### src/hw/controlPkg.sv
// control definitions: datapath selects, sequencer phases, memory access kinds and flags
package controlPkg;

   // status register layout
   typedef logic [3:0] flagsT;

   localparam int flagZ = 0;
   localparam int flagN = 1;
   localparam int flagV = 2;
   localparam int flagC = 3;

   // datapath multiplexer selects
   typedef enum logic {Op1Rd1, Op1Pc} op1SelT;
   typedef enum logic {Op2Imm, Op2Rd2} op2SelT;
   typedef enum logic {WdAlu, WdSys} wdSelT;
   typedef enum logic {ImmLong, ImmShort} immSelT;
   typedef enum logic [1:0] {Pc1, PcAluOut, PcSysbus} pcSelT;
   typedef enum logic {LrSys, LrPc} lrSelT;
   typedef enum logic {Rs1Ra, Rs1Rd} rs1SelT;

   // sequencer state
   typedef enum logic {phFetch, phExecute} phaseT;

   typedef enum logic [2:0] {
      cycle0,
      cycle1,
      cycle2,
      cycle3,
      cycle4
   } subCycleT;

   // kind of data memory access in execute
   typedef enum logic [1:0] {accNone, accLoad, accStore} memAccessT;

   localparam int fetchCycles = 4;
   localparam int memExecCycles = 5;  // LDW and STW execute length

endpackage

### src/hw/opcodePkg.sv
// instruction set definitions: opcodes, branch codes, ALU functions and field widths
package opcodePkg;

   localparam int opcodeWidth = 5;
   localparam int condWidth = 3;

   typedef logic [opcodeWidth+condWidth-1:0] opcodeCondT;  // opcode over branch code

   typedef enum logic [opcodeWidth-1:0] {
      ADD    = 5'd0,
      ADDI   = 5'd1,
      ADDIB  = 5'd2,
      ADC    = 5'd3,
      ADCI   = 5'd4,
      SUB    = 5'd5,
      SUBI   = 5'd6,
      SUBIB  = 5'd7,
      SUC    = 5'd8,
      SUCI   = 5'd9,
      CMP    = 5'd10,
      CMPI   = 5'd11,
      AND    = 5'd12,
      OR     = 5'd13,
      XOR    = 5'd14,
      NOT    = 5'd15,
      NAND   = 5'd16,
      NOR    = 5'd17,
      LSL    = 5'd18,
      LSR    = 5'd19,
      ASR    = 5'd20,
      NEG    = 5'd21,
      LUI    = 5'd22,
      LLI    = 5'd23,
      LDW    = 5'd24,
      STW    = 5'd25,
      BRANCH = 5'd26  // subtype in the branch code field
   } opcodeT;

   typedef enum logic [condWidth-1:0] {BR, BNE, BE, BLT, BGE, BWL, RET, JMP} branchT;

   typedef enum logic [3:0] {
      FnA, FnADD, FnADC, FnSUB, FnNEG, FnAND, FnOR, FnXOR,
      FnNOT, FnNAND, FnNOR, FnLSL, FnLSR, FnASR, FnLUI, FnLLI
   } aluFnT;

endpackage

### src/hw/busCycleDecoder.sv
// memory pad pin patterns for instruction fetch, data load and data store
`timescale 1ns/1ps

module busCycleDecoder (
   input  controlPkg::phaseT      phase,
   input  controlPkg::subCycleT   subCycle,
   input  controlPkg::memAccessT  access,
   output logic                   MemEn,
   output logic                   nWE,
   output logic                   nOE,
   output logic                   nME,
   output logic                   ENB,
   output logic                   ALE
);

   import controlPkg::*;

   logic       readCycle;
   logic [2:0] readStep;

   // a load runs the fetch read pattern one cycle later
   assign readCycle = (phase == phFetch) || (access == accLoad && subCycle != cycle0);
   assign readStep = (phase == phFetch) ? subCycle : subCycle - 3'd1;

   always_comb begin
      MemEn = 1'b0;
      nWE = 1'b0;
      nOE = 1'b0;
      nME = 1'b1;
      ENB = 1'b0;
      ALE = 1'b0;
      if (readCycle) begin
         nWE = 1'b1;  // never write during a read
         case (readStep)
            3'd0: begin
               ALE = 1'b1;  // latch address
               nOE = 1'b1;
            end
            3'd1: begin
               nME = 1'b0;
               MemEn = 1'b1;
            end
            3'd2: begin
               nME = 1'b0;
               MemEn = 1'b1;
               ENB = 1'b1;  // read data onto sysbus
            end
            3'd3: MemEn = 1'b1;
            default: ;
         endcase
      end else if (phase == phExecute && access == accStore) begin
         case (subCycle)
            cycle1: begin
               ALE = 1'b1;
               nWE = 1'b1;
               nOE = 1'b1;
            end
            cycle2, cycle3: begin
               nME = 1'b0;  // write strobe with nWE low
               nOE = 1'b1;
            end
            cycle4: nOE = 1'b1;
            default: ;
         endcase
      end
   end

endmodule

### src/hw/controlUnit.sv
// control unit top level joining sequencer, flags, execute decoder and bus decoder
`timescale 1ns/1ps

module controlUnit (
   input  logic                   Clock,
   input  logic                   nReset,
   input  opcodePkg::opcodeCondT  OpcodeCondIn,
   input  controlPkg::flagsT      Flags,
   output opcodePkg::aluFnT       AluOp,
   output controlPkg::op1SelT     Op1Sel,
   output controlPkg::op2SelT     Op2Sel,
   output controlPkg::immSelT     ImmSel,
   output controlPkg::wdSelT      WdSel,
   output controlPkg::pcSelT      PcSel,
   output controlPkg::lrSelT      LrSel,
   output controlPkg::rs1SelT     Rs1Sel,
   output logic                   AluEn,
   output logic                   AluWe,
   output logic                   LrEn,
   output logic                   LrWe,
   output logic                   PcWe,
   output logic                   PcEn,
   output logic                   IrWe,
   output logic                   RegWe,
   output logic                   MemEn,
   output logic                   nWE,
   output logic                   nOE,
   output logic                   nME,
   output logic                   ENB,
   output logic                   ALE,
   output logic                   CFlag
);

   import opcodePkg::*;
   import controlPkg::*;

   phaseT     phase;
   subCycleT  subCycle;
   memAccessT access;
   branchT    branchCode;
   logic      statusWe;
   logic      condMet;

   cycleSequencer sequencer (
      .Clock, .nReset, .access, .phase, .subCycle
   );

   statusFlags flags (
      .Clock, .nReset, .Flags, .statusWe, .BranchCode(branchCode), .condMet, .CFlag
   );

   executeDecoder decoder (
      .OpcodeCondIn, .phase, .subCycle, .condMet,
      .AluOp, .Op1Sel, .Op2Sel, .ImmSel, .WdSel, .PcSel, .LrSel, .Rs1Sel,
      .AluEn, .AluWe, .LrEn, .LrWe, .PcWe, .PcEn, .IrWe, .RegWe, .statusWe,
      .access, .BranchCode(branchCode)
   );

   busCycleDecoder busPins (
      .phase, .subCycle, .access, .MemEn, .nWE, .nOE, .nME, .ENB, .ALE
   );

endmodule

### src/hw/cycleSequencer.sv
// phase sequencer stepping each instruction through fetch and execute sub-cycles
`timescale 1ns/1ps

module cycleSequencer (
   input  logic                  Clock,
   input  logic                  nReset,
   input  controlPkg::memAccessT access,
   output controlPkg::phaseT     phase,
   output controlPkg::subCycleT  subCycle
);

   import controlPkg::*;

   subCycleT nextSub;

   assign nextSub = subCycleT'(subCycle + 3'd1);

   always_ff @(posedge Clock or negedge nReset) begin
      if (!nReset) begin
         phase <= phFetch;
         subCycle <= cycle0;
      end else if (phase == phFetch) begin
         if (subCycle == subCycleT'(fetchCycles - 1)) begin
            phase <= phExecute;  // instruction now in IR
            subCycle <= cycle0;
         end else begin
            subCycle <= nextSub;
         end
      end else begin
         case (subCycle)
            cycle0: begin
               if (access == accNone) begin
                  phase <= phFetch;  // single cycle execute
               end else begin
                  subCycle <= cycle1;
               end
            end
            cycle1, cycle2, cycle3: subCycle <= nextSub;
            default: begin
               // last memory cycle, or an illegal count
               phase <= phFetch;
               subCycle <= cycle0;
            end
         endcase
      end
   end

endmodule

### src/hw/executeDecoder.sv
// opcode decoder producing datapath controls for every phase and sub-cycle
`timescale 1ns/1ps

module executeDecoder (
   input  opcodePkg::opcodeCondT  OpcodeCondIn,
   input  controlPkg::phaseT      phase,
   input  controlPkg::subCycleT   subCycle,
   input  logic                   condMet,
   output opcodePkg::aluFnT       AluOp,
   output controlPkg::op1SelT     Op1Sel,
   output controlPkg::op2SelT     Op2Sel,
   output controlPkg::immSelT     ImmSel,
   output controlPkg::wdSelT      WdSel,
   output controlPkg::pcSelT      PcSel,
   output controlPkg::lrSelT      LrSel,
   output controlPkg::rs1SelT     Rs1Sel,
   output logic                   AluEn,
   output logic                   AluWe,
   output logic                   LrEn,
   output logic                   LrWe,
   output logic                   PcWe,
   output logic                   PcEn,
   output logic                   IrWe,
   output logic                   RegWe,
   output logic                   statusWe,
   output controlPkg::memAccessT  access,
   output opcodePkg::branchT      BranchCode
);

   import opcodePkg::*;
   import controlPkg::*;

   opcodeT opcode;

   assign opcode = opcodeT'(OpcodeCondIn[opcodeWidth+condWidth-1:condWidth]);
   assign BranchCode = branchT'(OpcodeCondIn[condWidth-1:0]);

   assign access = (opcode == LDW) ? accLoad : (opcode == STW) ? accStore : accNone;

   // ALU function for the single cycle arithmetic and logic group
   function automatic aluFnT aluFunction(opcodeT op);
      case (op)
         ADD, ADDI, ADDIB:      return FnADD;
         ADC, ADCI, SUC, SUCI:  return FnADC;
         SUB, SUBI, SUBIB, CMP, CMPI: return FnSUB;
         NEG:  return FnNEG;
         AND:  return FnAND;
         OR:   return FnOR;
         XOR:  return FnXOR;
         NOT:  return FnNOT;
         NAND: return FnNAND;
         NOR:  return FnNOR;
         LSL:  return FnLSL;
         LSR:  return FnLSR;
         ASR:  return FnASR;
         default: return FnA;
      endcase
   endfunction

   always_comb begin
      AluOp = FnA;
      Op1Sel = Op1Rd1;
      Op2Sel = Op2Imm;
      ImmSel = ImmLong;
      WdSel = WdAlu;
      PcSel = Pc1;
      LrSel = LrSys;
      Rs1Sel = Rs1Ra;
      AluEn = 1'b0;
      AluWe = 1'b0;
      LrEn = 1'b0;
      LrWe = 1'b0;
      PcWe = 1'b0;
      PcEn = 1'b0;
      IrWe = 1'b0;
      RegWe = 1'b0;
      statusWe = 1'b0;
      if (phase == phFetch) begin
         PcEn = (subCycle == cycle0);  // PC onto the address bus
         IrWe = (subCycle == cycle3);
      end else begin
         case (subCycle)
            cycle0: begin
               case (opcode)
                  ADD, ADDI, ADDIB, ADC, ADCI, SUB, SUBI, SUBIB, SUC, SUCI, CMP, CMPI,
                  AND, OR, XOR, NOT, NAND, NOR, LSL, LSR, ASR, NEG: begin
                     AluOp = aluFunction(opcode);
                     PcEn = 1'b1;
                     PcWe = 1'b1;
                     statusWe = 1'b1;
                     RegWe = !(opcode inside {CMP, CMPI});  // compare only sets flags
                     if (opcode inside {ADD, ADC, SUB, SUC, CMP, AND, OR, XOR, NAND, NOR})
                        Op2Sel = Op2Rd2;
                     if (opcode inside {ADDI, ADCI, SUBI, SUCI, CMPI, LSL, LSR, ASR})
                        ImmSel = ImmShort;
                     if (opcode inside {ADDIB, SUBIB})
                        Rs1Sel = Rs1Rd;  // byte forms read the destination
                  end
                  LUI, LLI: begin
                     AluOp = (opcode == LUI) ? FnLUI : FnLLI;
                     Rs1Sel = Rs1Rd;  // keeps the other byte of Rd
                     AluEn = 1'b1;
                     RegWe = 1'b1;
                     PcWe = 1'b1;
                  end
                  LDW, STW: begin
                     AluOp = FnADD;  // base plus offset
                     ImmSel = ImmShort;
                     AluEn = 1'b1;
                     AluWe = 1'b1;
                  end
                  BRANCH: begin
                     PcWe = 1'b1;
                     case (BranchCode)
                        RET: begin
                           LrEn = 1'b1;  // link register onto sysbus
                           PcSel = PcSysbus;
                        end
                        JMP: begin
                           AluOp = FnADD;
                           ImmSel = ImmShort;
                           PcSel = PcAluOut;
                        end
                        default: begin
                           AluOp = FnADD;  // PC relative target
                           Op1Sel = Op1Pc;
                           AluEn = 1'b1;
                           if (condMet) begin
                              PcSel = PcAluOut;
                              LrWe = (BranchCode == BWL);
                              LrSel = LrPc;
                           end
                        end
                     endcase
                  end
                  default: ;
               endcase
            end
            cycle1: begin
               AluOp = FnADD;  // address held on sysbus
               ImmSel = ImmShort;
               AluEn = 1'b1;
            end
            cycle2: begin
               AluOp = FnA;  // pass Rd through for the store data
               Rs1Sel = Rs1Rd;
               AluEn = 1'b1;
               AluWe = 1'b1;
            end
            cycle3: AluEn = (opcode == STW);
            cycle4: begin
               PcWe = 1'b1;
               AluEn = (opcode == STW);
               if (opcode == LDW) begin
                  WdSel = WdSys;  // read data into Rd
                  RegWe = 1'b1;
               end
            end
            default: ;
         endcase
      end
   end

endmodule

### src/hw/statusFlags.sv
// status flag register and branch condition evaluation
`timescale 1ns/1ps

module statusFlags (
   input  logic               Clock,
   input  logic               nReset,
   input  controlPkg::flagsT  Flags,
   input  logic               statusWe,
   input  opcodePkg::branchT  BranchCode,
   output logic               condMet,
   output logic               CFlag
);

   import controlPkg::*;
   import opcodePkg::*;

   flagsT statusReg;

   always_ff @(posedge Clock or negedge nReset) begin
      if (!nReset) begin
         statusReg <= '0;
      end else if (statusWe) begin
         statusReg <= Flags;  // from ALU result
      end
   end

   assign CFlag = statusReg[flagC];

   always_comb begin
      case (BranchCode)
         BR, BWL: condMet = 1'b1;
         BNE:     condMet = !statusReg[flagZ];
         BE:      condMet = statusReg[flagZ];
         BLT:     condMet = statusReg[flagN] ^ statusReg[flagV];  // signed less than
         BGE:     condMet = !(statusReg[flagN] ^ statusReg[flagV]);
         default: condMet = 1'b0;  // RET and JMP ignore flags
      endcase
   end

endmodule

### config.mk
export PLATFORM = sky130hd
export DESIGN_NAME = controlUnit
export DESIGN_NICKNAME = d
export VERILOG_FILES = /design/src/hw/controlPkg.sv /design/src/hw/opcodePkg.sv /design/src/hw/busCycleDecoder.sv /design/src/hw/controlUnit.sv /design/src/hw/cycleSequencer.sv /design/src/hw/executeDecoder.sv /design/src/hw/statusFlags.sv
export SDC_FILE = /design/constraint.sdc
export NUM_CORES = 1
export LEC_CHECK = 0
export BUFFER_PORTS_ARGS = -buffer_cell sky130_fd_sc_hd__buf_2
export CAP_MARGIN = 20
export CORE_MARGIN = 8
export CORE_UTILIZATION = 34
export DETAILED_ROUTE_END_ITERATION = 8
export GPL_ROUTABILITY_DRIVEN = 0
export PLACE_DENSITY_LB_ADDON = 0.08
export SETUP_SLACK_MARGIN = 0.02
export SLEW_MARGIN = 20
export SYNTH_ARGS = -nofsm -noshare
export SYNTH_HDL_FRONTEND = slang
export SYNTH_SLANG_ARGS = --single-unit
export TNS_END_PERCENT = 100
### constraint.sdc
create_clock -name Clock -period 2.42 [get_ports Clock]
set_clock_uncertainty 0.05 [all_clocks]
set_input_delay 0.242 -clock Clock [delete_from_list [all_inputs] [get_ports Clock]]
set_output_delay 0.242 -clock Clock [all_outputs]
set_load 0.02 [all_outputs]
## Word-level counts from Yosys, hierarchy flattened

Memory sizes are Yosys's and may differ from the RTL's.
Index checks and enable logic that the tools add are counted.

- Bits in registers: 8
- Memory bits (read-only): 128
- Input port bits: 14
- Word-level logic and storage cells: 170
- Memories kept: 1

Memory list:

| memory | depth | bits a word | read ports | clocked after Yosys merged registers in | write ports | line | RTL |
|---|---|---|---|---|---|---|---|
| (name not given) | 32 | 4 | 1 | 0 | 0 | executeDecoder.sv:42 | `case (op)` |

- $add $sub $neg: 2
- Equal/unequal tests: 43
- Mux-type cells: 89
- Bitwise gates (word level): 2
- Reductions and logical operators: 30

Operator list:

| operator | number |
|---|---|
| $mux 1 | 63 |
| $eq 5x5->1 const B | 11 |
| $eq 5x4->1 const B | 8 |
| $reduce_or 25->1 | 1 |
| $reduce_or 22->1 | 1 |
| $eq 5x3->1 const B | 4 |
| $eq 3x2->1 const B | 6 |
| $pmux 1 s2 | 9 |
| $pmux 4 s4 | 1 |
| $reduce_or 2->1 | 8 |
| $eq 3x3->1 const B | 5 |
| $mux 3 | 4 |
| $eq 5x2->1 const B | 2 |
| $mux 2 | 5 |
| $reduce_bool 10->1 | 1 |
| $eq 3x1->1 const B | 3 |
| $logic_not 3->1 | 3 |
| $pmux 4 s2 | 1 |
| $reduce_bool 8->1 | 1 |
| $reduce_or 4->1 | 2 |
| $pmux 1 s3 | 2 |
| $pmux 3 s2 | 1 |
| $reduce_or 3->1 | 2 |
| $eq 5x1->1 const B | 1 |
| 17 further kinds | 21 |

## Longest topological paths before layout

Gate-level depths: netlist of the first run.

- Depth in word-level cells: 8
- Depth in mapped cells: 8
- Mapped depth without buffers: 7

## Modules after synthesis

Synthesis of the first run repeated with hierarchy kept, for this count alone.

- Cells, all modules: 201
- Area, all modules: 1491.4 µm²

By module, submodules not included:

| module | times used | cells an instance | area each (µm²) | seq. area each (µm²) |
|---|---|---|---|---|
| executeDecoder | 1 | 125 | 788.3 | 0.0 |
| cycleSequencer | 1 | 29 | 274.0 | 100.1 |
| busCycleDecoder | 1 | 32 | 236.5 | 0.0 |
| statusFlags | 1 | 15 | 192.7 | 100.1 |

## Worst setup path before layout of the first run

OpenSTA, ideal clock, no wires.

- Path type: reg-to-output
- Start: reg sequencer.subCycle[0]
- End: out LrSel
- Arrival time: 2316 ps
- Required time: 2128 ps
- Path slack: -188 ps
- Stages on the path, launching flop included: 9
- Cell sequence: dfrtp_1 -> inv_1 -> ha_1 -> nor2b_1 -> clkbuf_1 -> nand3_1 -> a21oi_1 -> o21ai_0 -> a21oi_1

- Longest elaborated chain between the ends: 3

Ends and longest elaborated chain:

| what | line | RTL |
|---|---|---|
| start, declared | cycleSequencer.sv:9 | `output controlPkg::subCycleT subCycle` |
| start signal, assigned | cycleSequencer.sv:21 | `subCycle <= cycle0;` |
| start signal, assigned | cycleSequencer.sv:25 | `subCycle <= cycle0;` |
| start signal, assigned | cycleSequencer.sv:27 | `subCycle <= nextSub;` |
| $logic_not 3->1 | executeDecoder.sv:82 | `case (subCycle)` |
| $mux 1 | executeDecoder.sv:82 |  |
| $mux 1 | executeDecoder.sv:78 | `if (phase == phFetch) begin` |
| end, declared | controlUnit.sv:15 | `output controlPkg::lrSelT LrSel,` |

No other way between the ends.

## Worst setup path in the final report of the first run

- Start: in OpcodeCondIn[3]
- End: out ImmSel

- Longest elaborated chain between the ends: 6

Ends and longest elaborated chain:

| what | line | RTL |
|---|---|---|
| start, declared | controlUnit.sv:7 | `input opcodePkg::opcodeCondT OpcodeCondIn,` |
| $eq 5x1->1 (tied with other cells) | executeDecoder.sv:84, executeDecoder.sv:94 |  |
| $reduce_bool 8->1 | executeDecoder.sv:94 | `if (opcode inside {ADDI, ADCI, SUBI, SUCI, CMPI, LSL, LSR, ASR})` |
| $mux 1 | executeDecoder.sv:94 |  |
| $pmux 1 s3 (*) | executeDecoder.sv:84 | `case (opcode)` |
| $pmux 1 s2 (*) | executeDecoder.sv:82 |  |
| $mux 1 (*) | executeDecoder.sv:78 |  |
| end, declared | controlUnit.sv:12 | `output controlPkg::immSelT ImmSel,` |

Every way passes the cells marked *; elsewhere a longest branch is shown, timed or not.

==> results of run 1 <==
-- timing repair --
action,CTS,global route
gates resized for setup,0,6
endpoints found under the setup margin,0,10
hold buffers,1,0
hold endpoints to repair,8,0
setup buffers,0,1
-- layer usage --
layer  vias up  share of wire [%]  routed length [um]
met1       791                 47                2240
met3         0                4.0                 190
met5         -                  0                   0
met4         0                  0                   0
met2        34                 49                2310
li1        892                  -                   -
-- per-stage QoR --
stage          util, %  setup WS [ns]  instances  power (uW)  setup TNS, ns
2_1_floorplan        -        -0.0586        212        1140        -0.0586
3_3_place_gp      42.7          0.105        309        1590              0
3_5_place_dp      42.7          0.105        309        1580              0
4_1_cts           43.9         0.0897        313        1750              0
5_1_grt           44.5         0.0138        314        1910              0
6_report          44.5          0.143        314        1760              0
-- synth_stat cells, types with 2 or more instances --
library cell	number
a2111oi_0	2
a21boi_0	2
a21o_1	3
a21oi_1	16
a221o_1	3
a22oi_1	3
a31oi_1	6
a32oi_1	3
and3_1	2
buf_2	7
buf_4	3
clkbuf_1	7
dfrtp_1	8
ha_1	11
inv_1	14
mux2_1	4
nand2_1	18
nand2b_1	4
nand3_1	6
nor2_1	18
nor2b_1	6
nor3_1	9
nor4_1	3
o2111ai_1	2
o211ai_1	3
o21ai_0	16
o31a_1	2
o31ai_1	5
or3_1	2
xor2_1	2
-- state kept, by name, indices dropped and copies added (netlist names) --
| register | flops |
|---|---|
| sequencer.phase | 1 |
| flags.statusReg | 4 |
| sequencer.subCycle | 3 |
-- cell families (layout without fill, tap and decap cells) --
group | Yosys count | in the layout | synth area share (%)
AO/OA/AOI/OAI | 81 | 81 | 38.6
AND/OR/NAND/NOR | 72 | 72 | 23.7
buffers and inverters | 33 | 83 | 9.81
adder cells (fa/ha/maj) | 11 | 11 | 9.39
flip-flops | 8 | 8 | 13.7
multiplexers | 4 | 4 | 3.07
XOR/XNOR | 3 | 3 | 1.79
-- worst max path at each step --
stage,start,end,slack (ns),cells after the start
2_1_floorplan,sequencer.subCycle[0]$_DFFE_PN0P_,LrSel,-0.06,8
3_3_place_gp,OpcodeCondIn[3],RegWe,0.10,9
3_5_place_dp,OpcodeCondIn[3],RegWe,0.11,9
4_1_cts,sequencer.subCycle[1]$_DFFE_PN0P_,AluOp[1],0.09,7
5_1_grt,OpcodeCondIn[3],ALE,0.01,9
6_report,OpcodeCondIn[3],ImmSel,0.14,9
-- final cells by class --
| class | instances | area [sq um] |
|---|---|---|
| Sequential cell | 8 | 200 |
| Inverter | 16 | 60.1 |
| Timing Repair Buffer | 64 | 383 |
| Clock buffer | 3 | 41.3 |
| Tap cell | 52 | 65.1 |
| Multi-Input combinational cell | 171 | 1150 |
| Fill cell | 461 | 2370 |
-- power by group --
| part | internal [uW] | switching, uW |
|---|---|---|
| clock network | 107 | 48.4 |
| logic | 532 | 821 |
| registers | 197 | 55.9 |
| total | 837 | 925 |
==> key figures, run 1 <==
CTS
  • CTS max path bufs: 2
  • CTS root buffer: clkbuf_8
  • Skew-Pair Late Insertion Delay: 0.23 ns
  • H-tree Lvls: 1
  • CTS sink count: 8
  • Num CTS Buffers: 3
  • CTS tree: done
  • Clock transition at path regs: 0.04 ns

GRT
  • Grt peak-use layer: met2
  • Pin count of the biggest net entering global routing: 25
  • Gr ovfl total: 0
  • Vias in the first global route: 1,630
  • Initial antenna violation count: 0
  • Met1 Track Usage GR: 19.7%
  • Met2 usage: 23.9%
  • Total track usage: 14.3%
  • Met3 Usage GRT: 1.86%
  • Global-route wire length before repair: 7840 um

Synth
  • Synth area leader: dfrtp_1
  • Count of cell types in the netlist: 52
  • Mapped cell area: 0.00147 sq mm
  • Synth warn: 0
  • Area share of the largest cell type after synthesis: 13.7%
  • Register area share after synthesis: 13.7%
  • Syn avg cell area: 6.92 sq um
  • Syn Inst Count: 212
  • Async SR Flop Fraction: 100%
  • Mapped Nets: 237
  • Post-synth EDFFs: 0
  • Main flop type after synthesis: dfrtp_1
  • Number of synthesized register bits: 8
  • Synth area leaders: dfrtp_1 14%, ha_1 9.4%, a21oi_1 5.5%, o21ai_0 5.5%, nand2_1 4.6%

Hold path
  • Hold Startpoint: Flags[0]
  • Worst hold endpoint: flags.statusReg[0]$_DFFE_PN0P_
  • Hold WC Path Type: primary input to flip-flop
  • Hold path depth: 2

Route
  • DRC: 0
  • DR pass1 iterations: 4
  • Routed len/inst: 15.1 um
  • First-iteration detailed-routing DRC count: 167
  • Vias/cell: 5.47
  • Post-route ant nets: 0
  • Routed via count: 1,717
  • DRT Wirelength: 4740 um

Worst setup path
  • R2R Path End: flags.statusReg[3]$_DFFE_PN0P_
  • Critical path's largest stage delay: 0.39 ns
  • Worst Setup End Kind: primary output
  • Kind of critical path: primary input to primary output
  • Crit path DAT: 1.99 ns
  • Reg2Reg Depth: 8
  • Crit Reg-Reg Startpoint: sequencer.subCycle[0]$_DFFE_PN0P_
  • Crit-path max FO: 11
  • Buffers plus inverters on the worst setup path: 4
  • Crit-path cells: buf_2 > inv_1 > ha_1 > buf_4 > and4b_1 > a41o_1 > a2111oi_0 > nor2_1 > buf_2
  • R2r setup slk: 0.40 ns
  • Slowest-stage cell, CP: a2111oi_0
  • Cell family with most CP delay: compound AO/OA/AOI/OAI gates
  • Cell mode on critical path: buf_2
  • Crit path required time: 2.13 ns
  • Type of origin of the critical path: primary input

Place
  • Post-DP Area: 0.00182 sq mm
  • IO Port Bufs: 40
  • Post-detail-place hpwl: 3760 um

Finish
  • Fraction of layout cells with a size suffix above 1: 30.2%
  • Commonest non-fill, non-tap cell in the layout: buf_2
  • Fin nets: 289
  • Diodes inserted: 0
  • Most frequent cells in the layout: 40 x buf_2, 23 x buf_4, 18 x nand2_1, 17 x nor2_1, 16 x o21ai_0
  • Area Overhead vs Synth: 29.4%
  • Final non-filler cell area: 0.00190 sq mm

Run status
  • Status: finished clean

Die
  • Chip Width: 81.7 um
  • Initial core utilization: 34.4%
  • Core area: 0.00426 sq mm
  • IO Count: 41
  • Chip height: 81.7 um
  • FP Rows: 24
  • Die Area: 0.00667 sq mm

Timing
  • Tcrit/Tclk final: 94.1%
  • Fmax: 0.439 GHz
  • # setup viols final: 0
  • Fin. Hold Viols: 0
  • Tmin final: 2.28 ns
  • Worst rel slew slack: 72.7%
  • Worst Max-Slew Pin Slew: 0.400 ns
  • Worst hold slack: 0.175 ns
  • RSZ-0062 raised after global routing: false
  • Slew Limit Fails: 0

Flow run
  • Max-Cap Viols: 0

Pwr
  • Cell leakage power: 0.000895 uW
  • Peak supply drop: 0.599 mV
  • Pwr/cell area: 929 mW/mm^2
(Power assumes the default switching activity.)
==> inputs of run 2 (changes only) <==
--- a/config.mk
+++ b/config.mk
@@ -8,9 +8,10 @@
 export BUFFER_PORTS_ARGS = -buffer_cell sky130_fd_sc_hd__buf_2
 export CAP_MARGIN = 20
 export CORE_MARGIN = 8
-export CORE_UTILIZATION = 34
+export CORE_UTILIZATION = 53
 export DETAILED_ROUTE_END_ITERATION = 8
 export GPL_ROUTABILITY_DRIVEN = 0
+export MAX_ROUTING_LAYER = met4
 export PLACE_DENSITY_LB_ADDON = 0.08
 export SETUP_SLACK_MARGIN = 0.02
 export SLEW_MARGIN = 20
==> run 2 against run 1 <==
Compared with the run above:
- critical path depth is the same
- register-to-register slack gained 0.13 ns
- cell area shrank 2.8%
- maximum frequency shrank 0.94%
- clock power shrank 37%
- largest cell class unchanged
==> key figures, run 2 (synthesis results as in run 1) <==
Finish
  • Diodes inserted: 0
  • Commonest non-fill, non-tap cell in the layout: buf_2
  • Final non-filler cell area: 0.00184 sq mm
  • Fillers: 237
  • Most frequent cells in the layout: 40 x buf_2, 18 x nand2_1, 17 x nor2_1, 17 x buf_4, 16 x o21ai_0
  • Final core utilization: 68.7%
  • Footprint of the multi-input gates: 0.00118 sq mm
  • Max reg flops: 4
  • Top reg by flops: flags.statusReg
  • Regs by FF count: flags.statusReg: 4 flops, sequencer.subCycle: 3 flops, sequencer.phase: 1 flops
  • Fin nets: 283
  • Reg area: 203 sq um
  • Fraction of layout cells with a size suffix above 1: 30.9%
  • Area Overhead vs Synth: 25.8%

Timing
  • Slew Limit Fails: 0
  • Tmin final: 2.30 ns
  • Worst Max-Slew Pin Slew: 0.497 ns
  • Worst hold slack: 0.148 ns
  • Tcrit/Tclk final: 95.0%
  • Fmax: 0.435 GHz
  • Worst rel slew slack: 66.5%
  • Final setup TNS: 0 ns
  • # setup viols final: 0
  • Fin. Hold Viols: 0

GRT
  • Pin count of the biggest net entering global routing: 17
  • Total track usage: 21.2%
  • Vias in the first global route: 1,763
  • Initial antenna violation count: 0
  • Global-route wire length before repair: 7820 um
  • Gr ovfl total: 0

Route
  • M1 WL: 1990 um
  • Routed via count: 1,864
  • Vias/cell: 6.49
  • DR pass1 iterations: 5
  • DRT Wirelength: 4770 um
  • Post-route ant nets: 0
  • DRC: 0
  • Wire length on met3: 389 um
  • Routed len/inst: 16.6 um
  • Highest Signal Layer: met4
  • First-iteration detailed-routing DRC count: 219
  • Met2 wire len: 2280 um

Pwr
  • Pwr/cell area: 938 mW/mm^2
  • Cell leakage power: 0.000856 uW
  • Peak supply drop: 1.01 mV
  • Final Total Pwr: 1730 uW

Worst setup path
  • Worst Setup End Kind: primary output
  • Buffers plus inverters on the worst setup path: 4
  • Kind of critical path: primary input to primary output
  • Slowest-stage cell, CP: or3_1
  • Setup crit end: ALE
  • Critical path depth: 9
  • Crit path required time: 2.13 ns
  • Critical path's largest stage delay: 0.40 ns
  • Crit-path max FO: 7
  • Crit Reg-Reg Startpoint: sequencer.subCycle[1]$_DFFE_PN0P_
  • R2r setup slk: 0.53 ns
  • Reg2Reg Depth: 6
  • Crit-path cells: buf_2 > inv_1 > ha_4 > inv_1 > or3_1 > o311ai_1 > o21ai_2 > o21ai_0 > buf_2
  • Critical Path Source: OpcodeCondIn[3]
  • Type of origin of the critical path: primary input
  • R2R Path End: sequencer.subCycle[2]$_DFFE_PN0P_
  • Cell family with most CP delay: compound AO/OA/AOI/OAI gates
  • Crit path DAT: 2.01 ns

CTS
  • CTS sink count: 8
  • Clock transition at path regs: 0.05 ns
  • CTS tree: done
  • CTS max path bufs: 2
  • CTS root buffer: clkbuf_4
  • Skew-Pair Late Insertion Delay: 0.25 ns
  • Num CTS Buffers: 3
  • H-tree Lvls: 1

Place
  • Post-DP Area: 0.00175 sq mm
  • Post-detail-place hpwl: 3650 um
  • IO Port Bufs: 40

Die
  • Initial core utilization: 54.6%
  • Die Area: 0.00471 sq mm
  • Core area: 0.00269 sq mm
  • Chip height: 68.6 um
  • IO Count: 41
  • Chip Width: 68.6 um
  • FP Rows: 19

Hold path
  • Hold WC Path Type: primary input to flip-flop
  • Hold path depth: 2
  • Hold Startpoint: Flags[3]

Run status
  • Status: finished clean

Flow run
  • Max-Cap Viols: 0
[run 2: changes by cell type in the layout (fill, tap and decap cells not counted), sizes merged]
cell,change
buf,-6
[run 2: timing repair]
action                     4_1_cts  5_1_grt
buffers inserted                 0        1
pin swaps                        0        1
hold buffers                     1        0
resized for setup                5       10
setup endpoints to repair       12       14
hold endpoints to repair         8        0
[run 2: how the worst min path moves through the flow]
stage	to	slack, ns
3_3_place_gp	flags.statusReg[3]$_DFFE_PN0P_	0.03
3_5_place_dp	sequencer.subCycle[1]$_DFFE_PN0P_	0.03
6_report	flags.statusReg[3]$_DFFE_PN0P_	0.15
4_1_cts	flags.statusReg[3]$_DFFE_PN0P_	0.14
5_1_grt	flags.statusReg[0]$_DFFE_PN0P_	0.15
2_1_floorplan	flags.statusReg[0]$_DFFE_PN0P_	-0.10
[run 2: layout make-up]
class | instances | share of cell area, %
multi-input combinational | 171 | 64.1
timing repair buffer | 58 | 18.3
sequential | 8 | 11.0
inverter | 16 | 3.26
tap | 31 | 2.10
clock buffer | 3 | 1.22
[run 2: where the power goes]
group          total [uW]  internal [uW]  switching, uW
Combinational        1350            540            814
Sequential            277            200           76.5
Clock                98.8           56.5           42.3
Total                1730            797            933
[run 2: through the flow]
| step | setup WS [ns] | instances |
|---|---|---|
| final | 0.121 | 287 |
| after global routing | -0.0268 | 287 |
| after CTS | 0.0206 | 286 |
| after detailed placement | -0.00191 | 282 |
| after global placement | 0.0903 | 282 |
| after floorplan | -0.0586 | 212 |
[run 2: per-layer routing]
| layer | track usage, % | vias up |
|---|---|---|
| li1 | - | 874 |
| met1 | 26.7 | 865 |
| met2 | 34.3 | 113 |
| met3 | 1.62 | 12 |
| met4 | 8.44 | 0 |
| met5 | - | - |
==> inputs of run 3 (changes only) <==
--- a/config.mk
+++ b/config.mk
@@ -8,11 +8,12 @@
 export BUFFER_PORTS_ARGS = -buffer_cell sky130_fd_sc_hd__buf_2
 export CAP_MARGIN = 20
 export CORE_MARGIN = 8
-export CORE_UTILIZATION = 53
+export CORE_UTILIZATION = 54
+export CTS_BUF_LIST = sky130_fd_sc_hd__clkbuf_8
 export DETAILED_ROUTE_END_ITERATION = 8
 export GPL_ROUTABILITY_DRIVEN = 0
 export MAX_ROUTING_LAYER = met4
-export PLACE_DENSITY_LB_ADDON = 0.08
+export PLACE_DENSITY = 0.8
 export SETUP_SLACK_MARGIN = 0.02
 export SLEW_MARGIN = 20
 export SYNTH_ARGS = -nofsm -noshare
==> run 3 against run 2 <==
Compared with the run above:
- power grew 4.0%
- global-route usage shrank 1.4 points
- sequential cell count is the same
- critical path type unchanged
- critical endpoint is now AluOp[3]
==> key figures, run 3 (synthesis results as in run 1) <==
Run status
  • Status: finished clean

Flow run
  • Max-Cap Viols: 0

Timing
  • Fin. Hold Viols: 0
  • Slew Limit Fails: 0
  • Worst rel slew slack: 73.2%
  • Final setup TNS: 0 ns
  • Worst Max-Slew Pin Slew: 0.391 ns
  • # setup viols final: 0
  • Tcrit/Tclk final: 96.0%
  • Worst hold slack: 0.172 ns
  • Tmin final: 2.32 ns
  • Fmax: 0.430 GHz

Worst setup path
  • Worst Setup End Kind: primary output
  • Type of origin of the critical path: primary input
  • Crit path DAT: 2.03 ns
  • Crit-path cells: buf_2 > inv_1 > ha_2 > or3_1 > a32oi_1 > o221ai_2 > nor2_2 > buf_4 > o31ai_1 > buf_2
  • Kind of critical path: primary input to primary output
  • Critical path's largest stage delay: 0.35 ns
  • Cell mode on critical path: buf_2
  • Crit-path max FO: 7
  • Crit path required time: 2.13 ns
  • Slowest-stage cell, CP: or3_1

Finish
  • Fin nets: 285
  • Fillers: 240
  • Final core utilization: 70.5%
  • Area Overhead vs Synth: 28.0%
  • Fraction of layout cells with a size suffix above 1: 30.6%
  • Commonest non-fill, non-tap cell in the layout: buf_2
  • Most frequent cells in the layout: 39 x buf_2, 20 x buf_4, 18 x nand2_1, 17 x nor2_1, 16 x o21ai_0
  • Reg area: 200 sq um
  • Footprint of the multi-input gates: 0.00118 sq mm
  • Diodes inserted: 0
  • Regs by FF count: flags.statusReg: 4 flops, sequencer.subCycle: 3 flops, sequencer.phase: 1 flops
  • Top reg by flops: flags.statusReg
  • Max reg flops: 4

Route
  • Routed len/inst: 15.7 um
  • DR pass1 iterations: 4
  • DRC: 0
  • Routed via count: 1,775
  • Vias/cell: 6.14
  • Post-route ant nets: 0
  • DRT Wirelength: 4540 um
  • First-iteration detailed-routing DRC count: 232

CTS
  • Skew-Pair Late Insertion Delay: 0.23 ns
  • CTS root buffer: clkbuf_8
  • Num CTS Buffers: 3
  • CTS max path bufs: 2
  • CTS sink count: 8
  • H-tree Lvls: 1
  • CTS tree: done
  • Clock transition at path regs: 0.04 ns

GRT
  • Global-route wire length before repair: 7250 um
  • Total track usage: 19.8%
  • Initial antenna violation count: 0
  • Vias in the first global route: 1,630
  • Gr ovfl total: 0
  • Pin count of the biggest net entering global routing: 16

Die
  • Initial core utilization: 55.1%
  • Chip height: 68.1 um
  • IO Count: 41
  • Die Area: 0.00464 sq mm
  • Chip Width: 68.1 um
  • Core area: 0.00266 sq mm
  • FP Rows: 19

Pwr
  • Pwr/cell area: 958 mW/mm^2
  • Peak supply drop: 0.884 mV
  • Cell leakage power: 0.000875 uW

Hold path
  • Hold WC Path Type: primary input to flip-flop

Place
  • Post-detail-place hpwl: 3470 um
  • IO Port Bufs: 40
[run 3: worst max-delay path: cells and delay by family]
kind / cells / cell delay (ns)
buf+inv: 4 / 0.53
simple gates: 2 / 0.51
fa+ha+maj: 1 / 0.24
compound gates: 3 / 0.51
[run 3: path summary, 6_finish.rpt]
path	from	end	slack [ns]	depth (start not counted)
max	OpcodeCondIn[3]	AluOp[3]	0.1	10
min	Flags[1]	flags.statusReg[1]$_DFFE_PN0P_	0.17	2
max reg2reg	sequencer.subCycle[1]$_DFFE_PN0P_	sequencer.subCycle[2]$_DFFE_PN0P_	0.57	6
min reg2reg	flags.statusReg[1]$_DFFE_PN0P_	flags.statusReg[1]$_DFFE_PN0P_	0.46	1
max in group asynchronous	nReset	sequencer.subCycle[1]$_DFFE_PN0P_	1.83	2
min in group asynchronous	nReset	flags.statusReg[1]$_DFFE_PN0P_	0.33	2
[run 3: what timing repair did]
item / 4_1_cts / 5_1_grt
resized for setup: 1 / 13
buffers inserted: 0 / 1
pin swaps: 0 / 2
hold endpoints to repair: 8 / 0
setup endpoints to repair: 1 / 12
hold buffers: 1 / 0
[run 3: area by class of cell]
type	instances	share of cell area [%]
multi-input cells	171	62.9
inverters	16	3.20
repair buffers	60	18.9
clock buffers	3	2.20
well taps	31	2.07
flip-flops and latches	8	10.7
[run 3: metal layers]
metal / up-vias / track usage [%] / share of wire (%) / wire length (um)
met5: - / - / 0 / 0
met4: 0 / 2.30 / 0.66 / 30
met3: 6 / 2.13 / 6.7 / 306
met2: 82 / 31.5 / 47 / 2140
met1: 807 / 27.1 / 45 / 2060
li1: 880 / - / - / -
[run 3: where the power goes]
group / internal, uW / total [uW] / switching (uW)
Sequential: 198 / 245 / 47.5
Clock: 108 / 158 / 50.7
Combinational: 552 / 1400 / 844
Total: 857 / 1800 / 942
[run 3: through the flow]
stage / worst slack [ns] / instances / total power (uW) / instance area (sq um)
2_1_floorplan: -0.0586 / 212 / 1140 / 1480
3_3_place_gp: 0.133 / 284 / 1520 / 1770
3_5_place_dp: 0.103 / 284 / 1540 / 1770
4_1_cts: 0.0712 / 288 / 1720 / 1820
5_1_grt: -0.0441 / 289 / 1950 / 1880
6_report: 0.0957 / 289 / 1800 / 1880
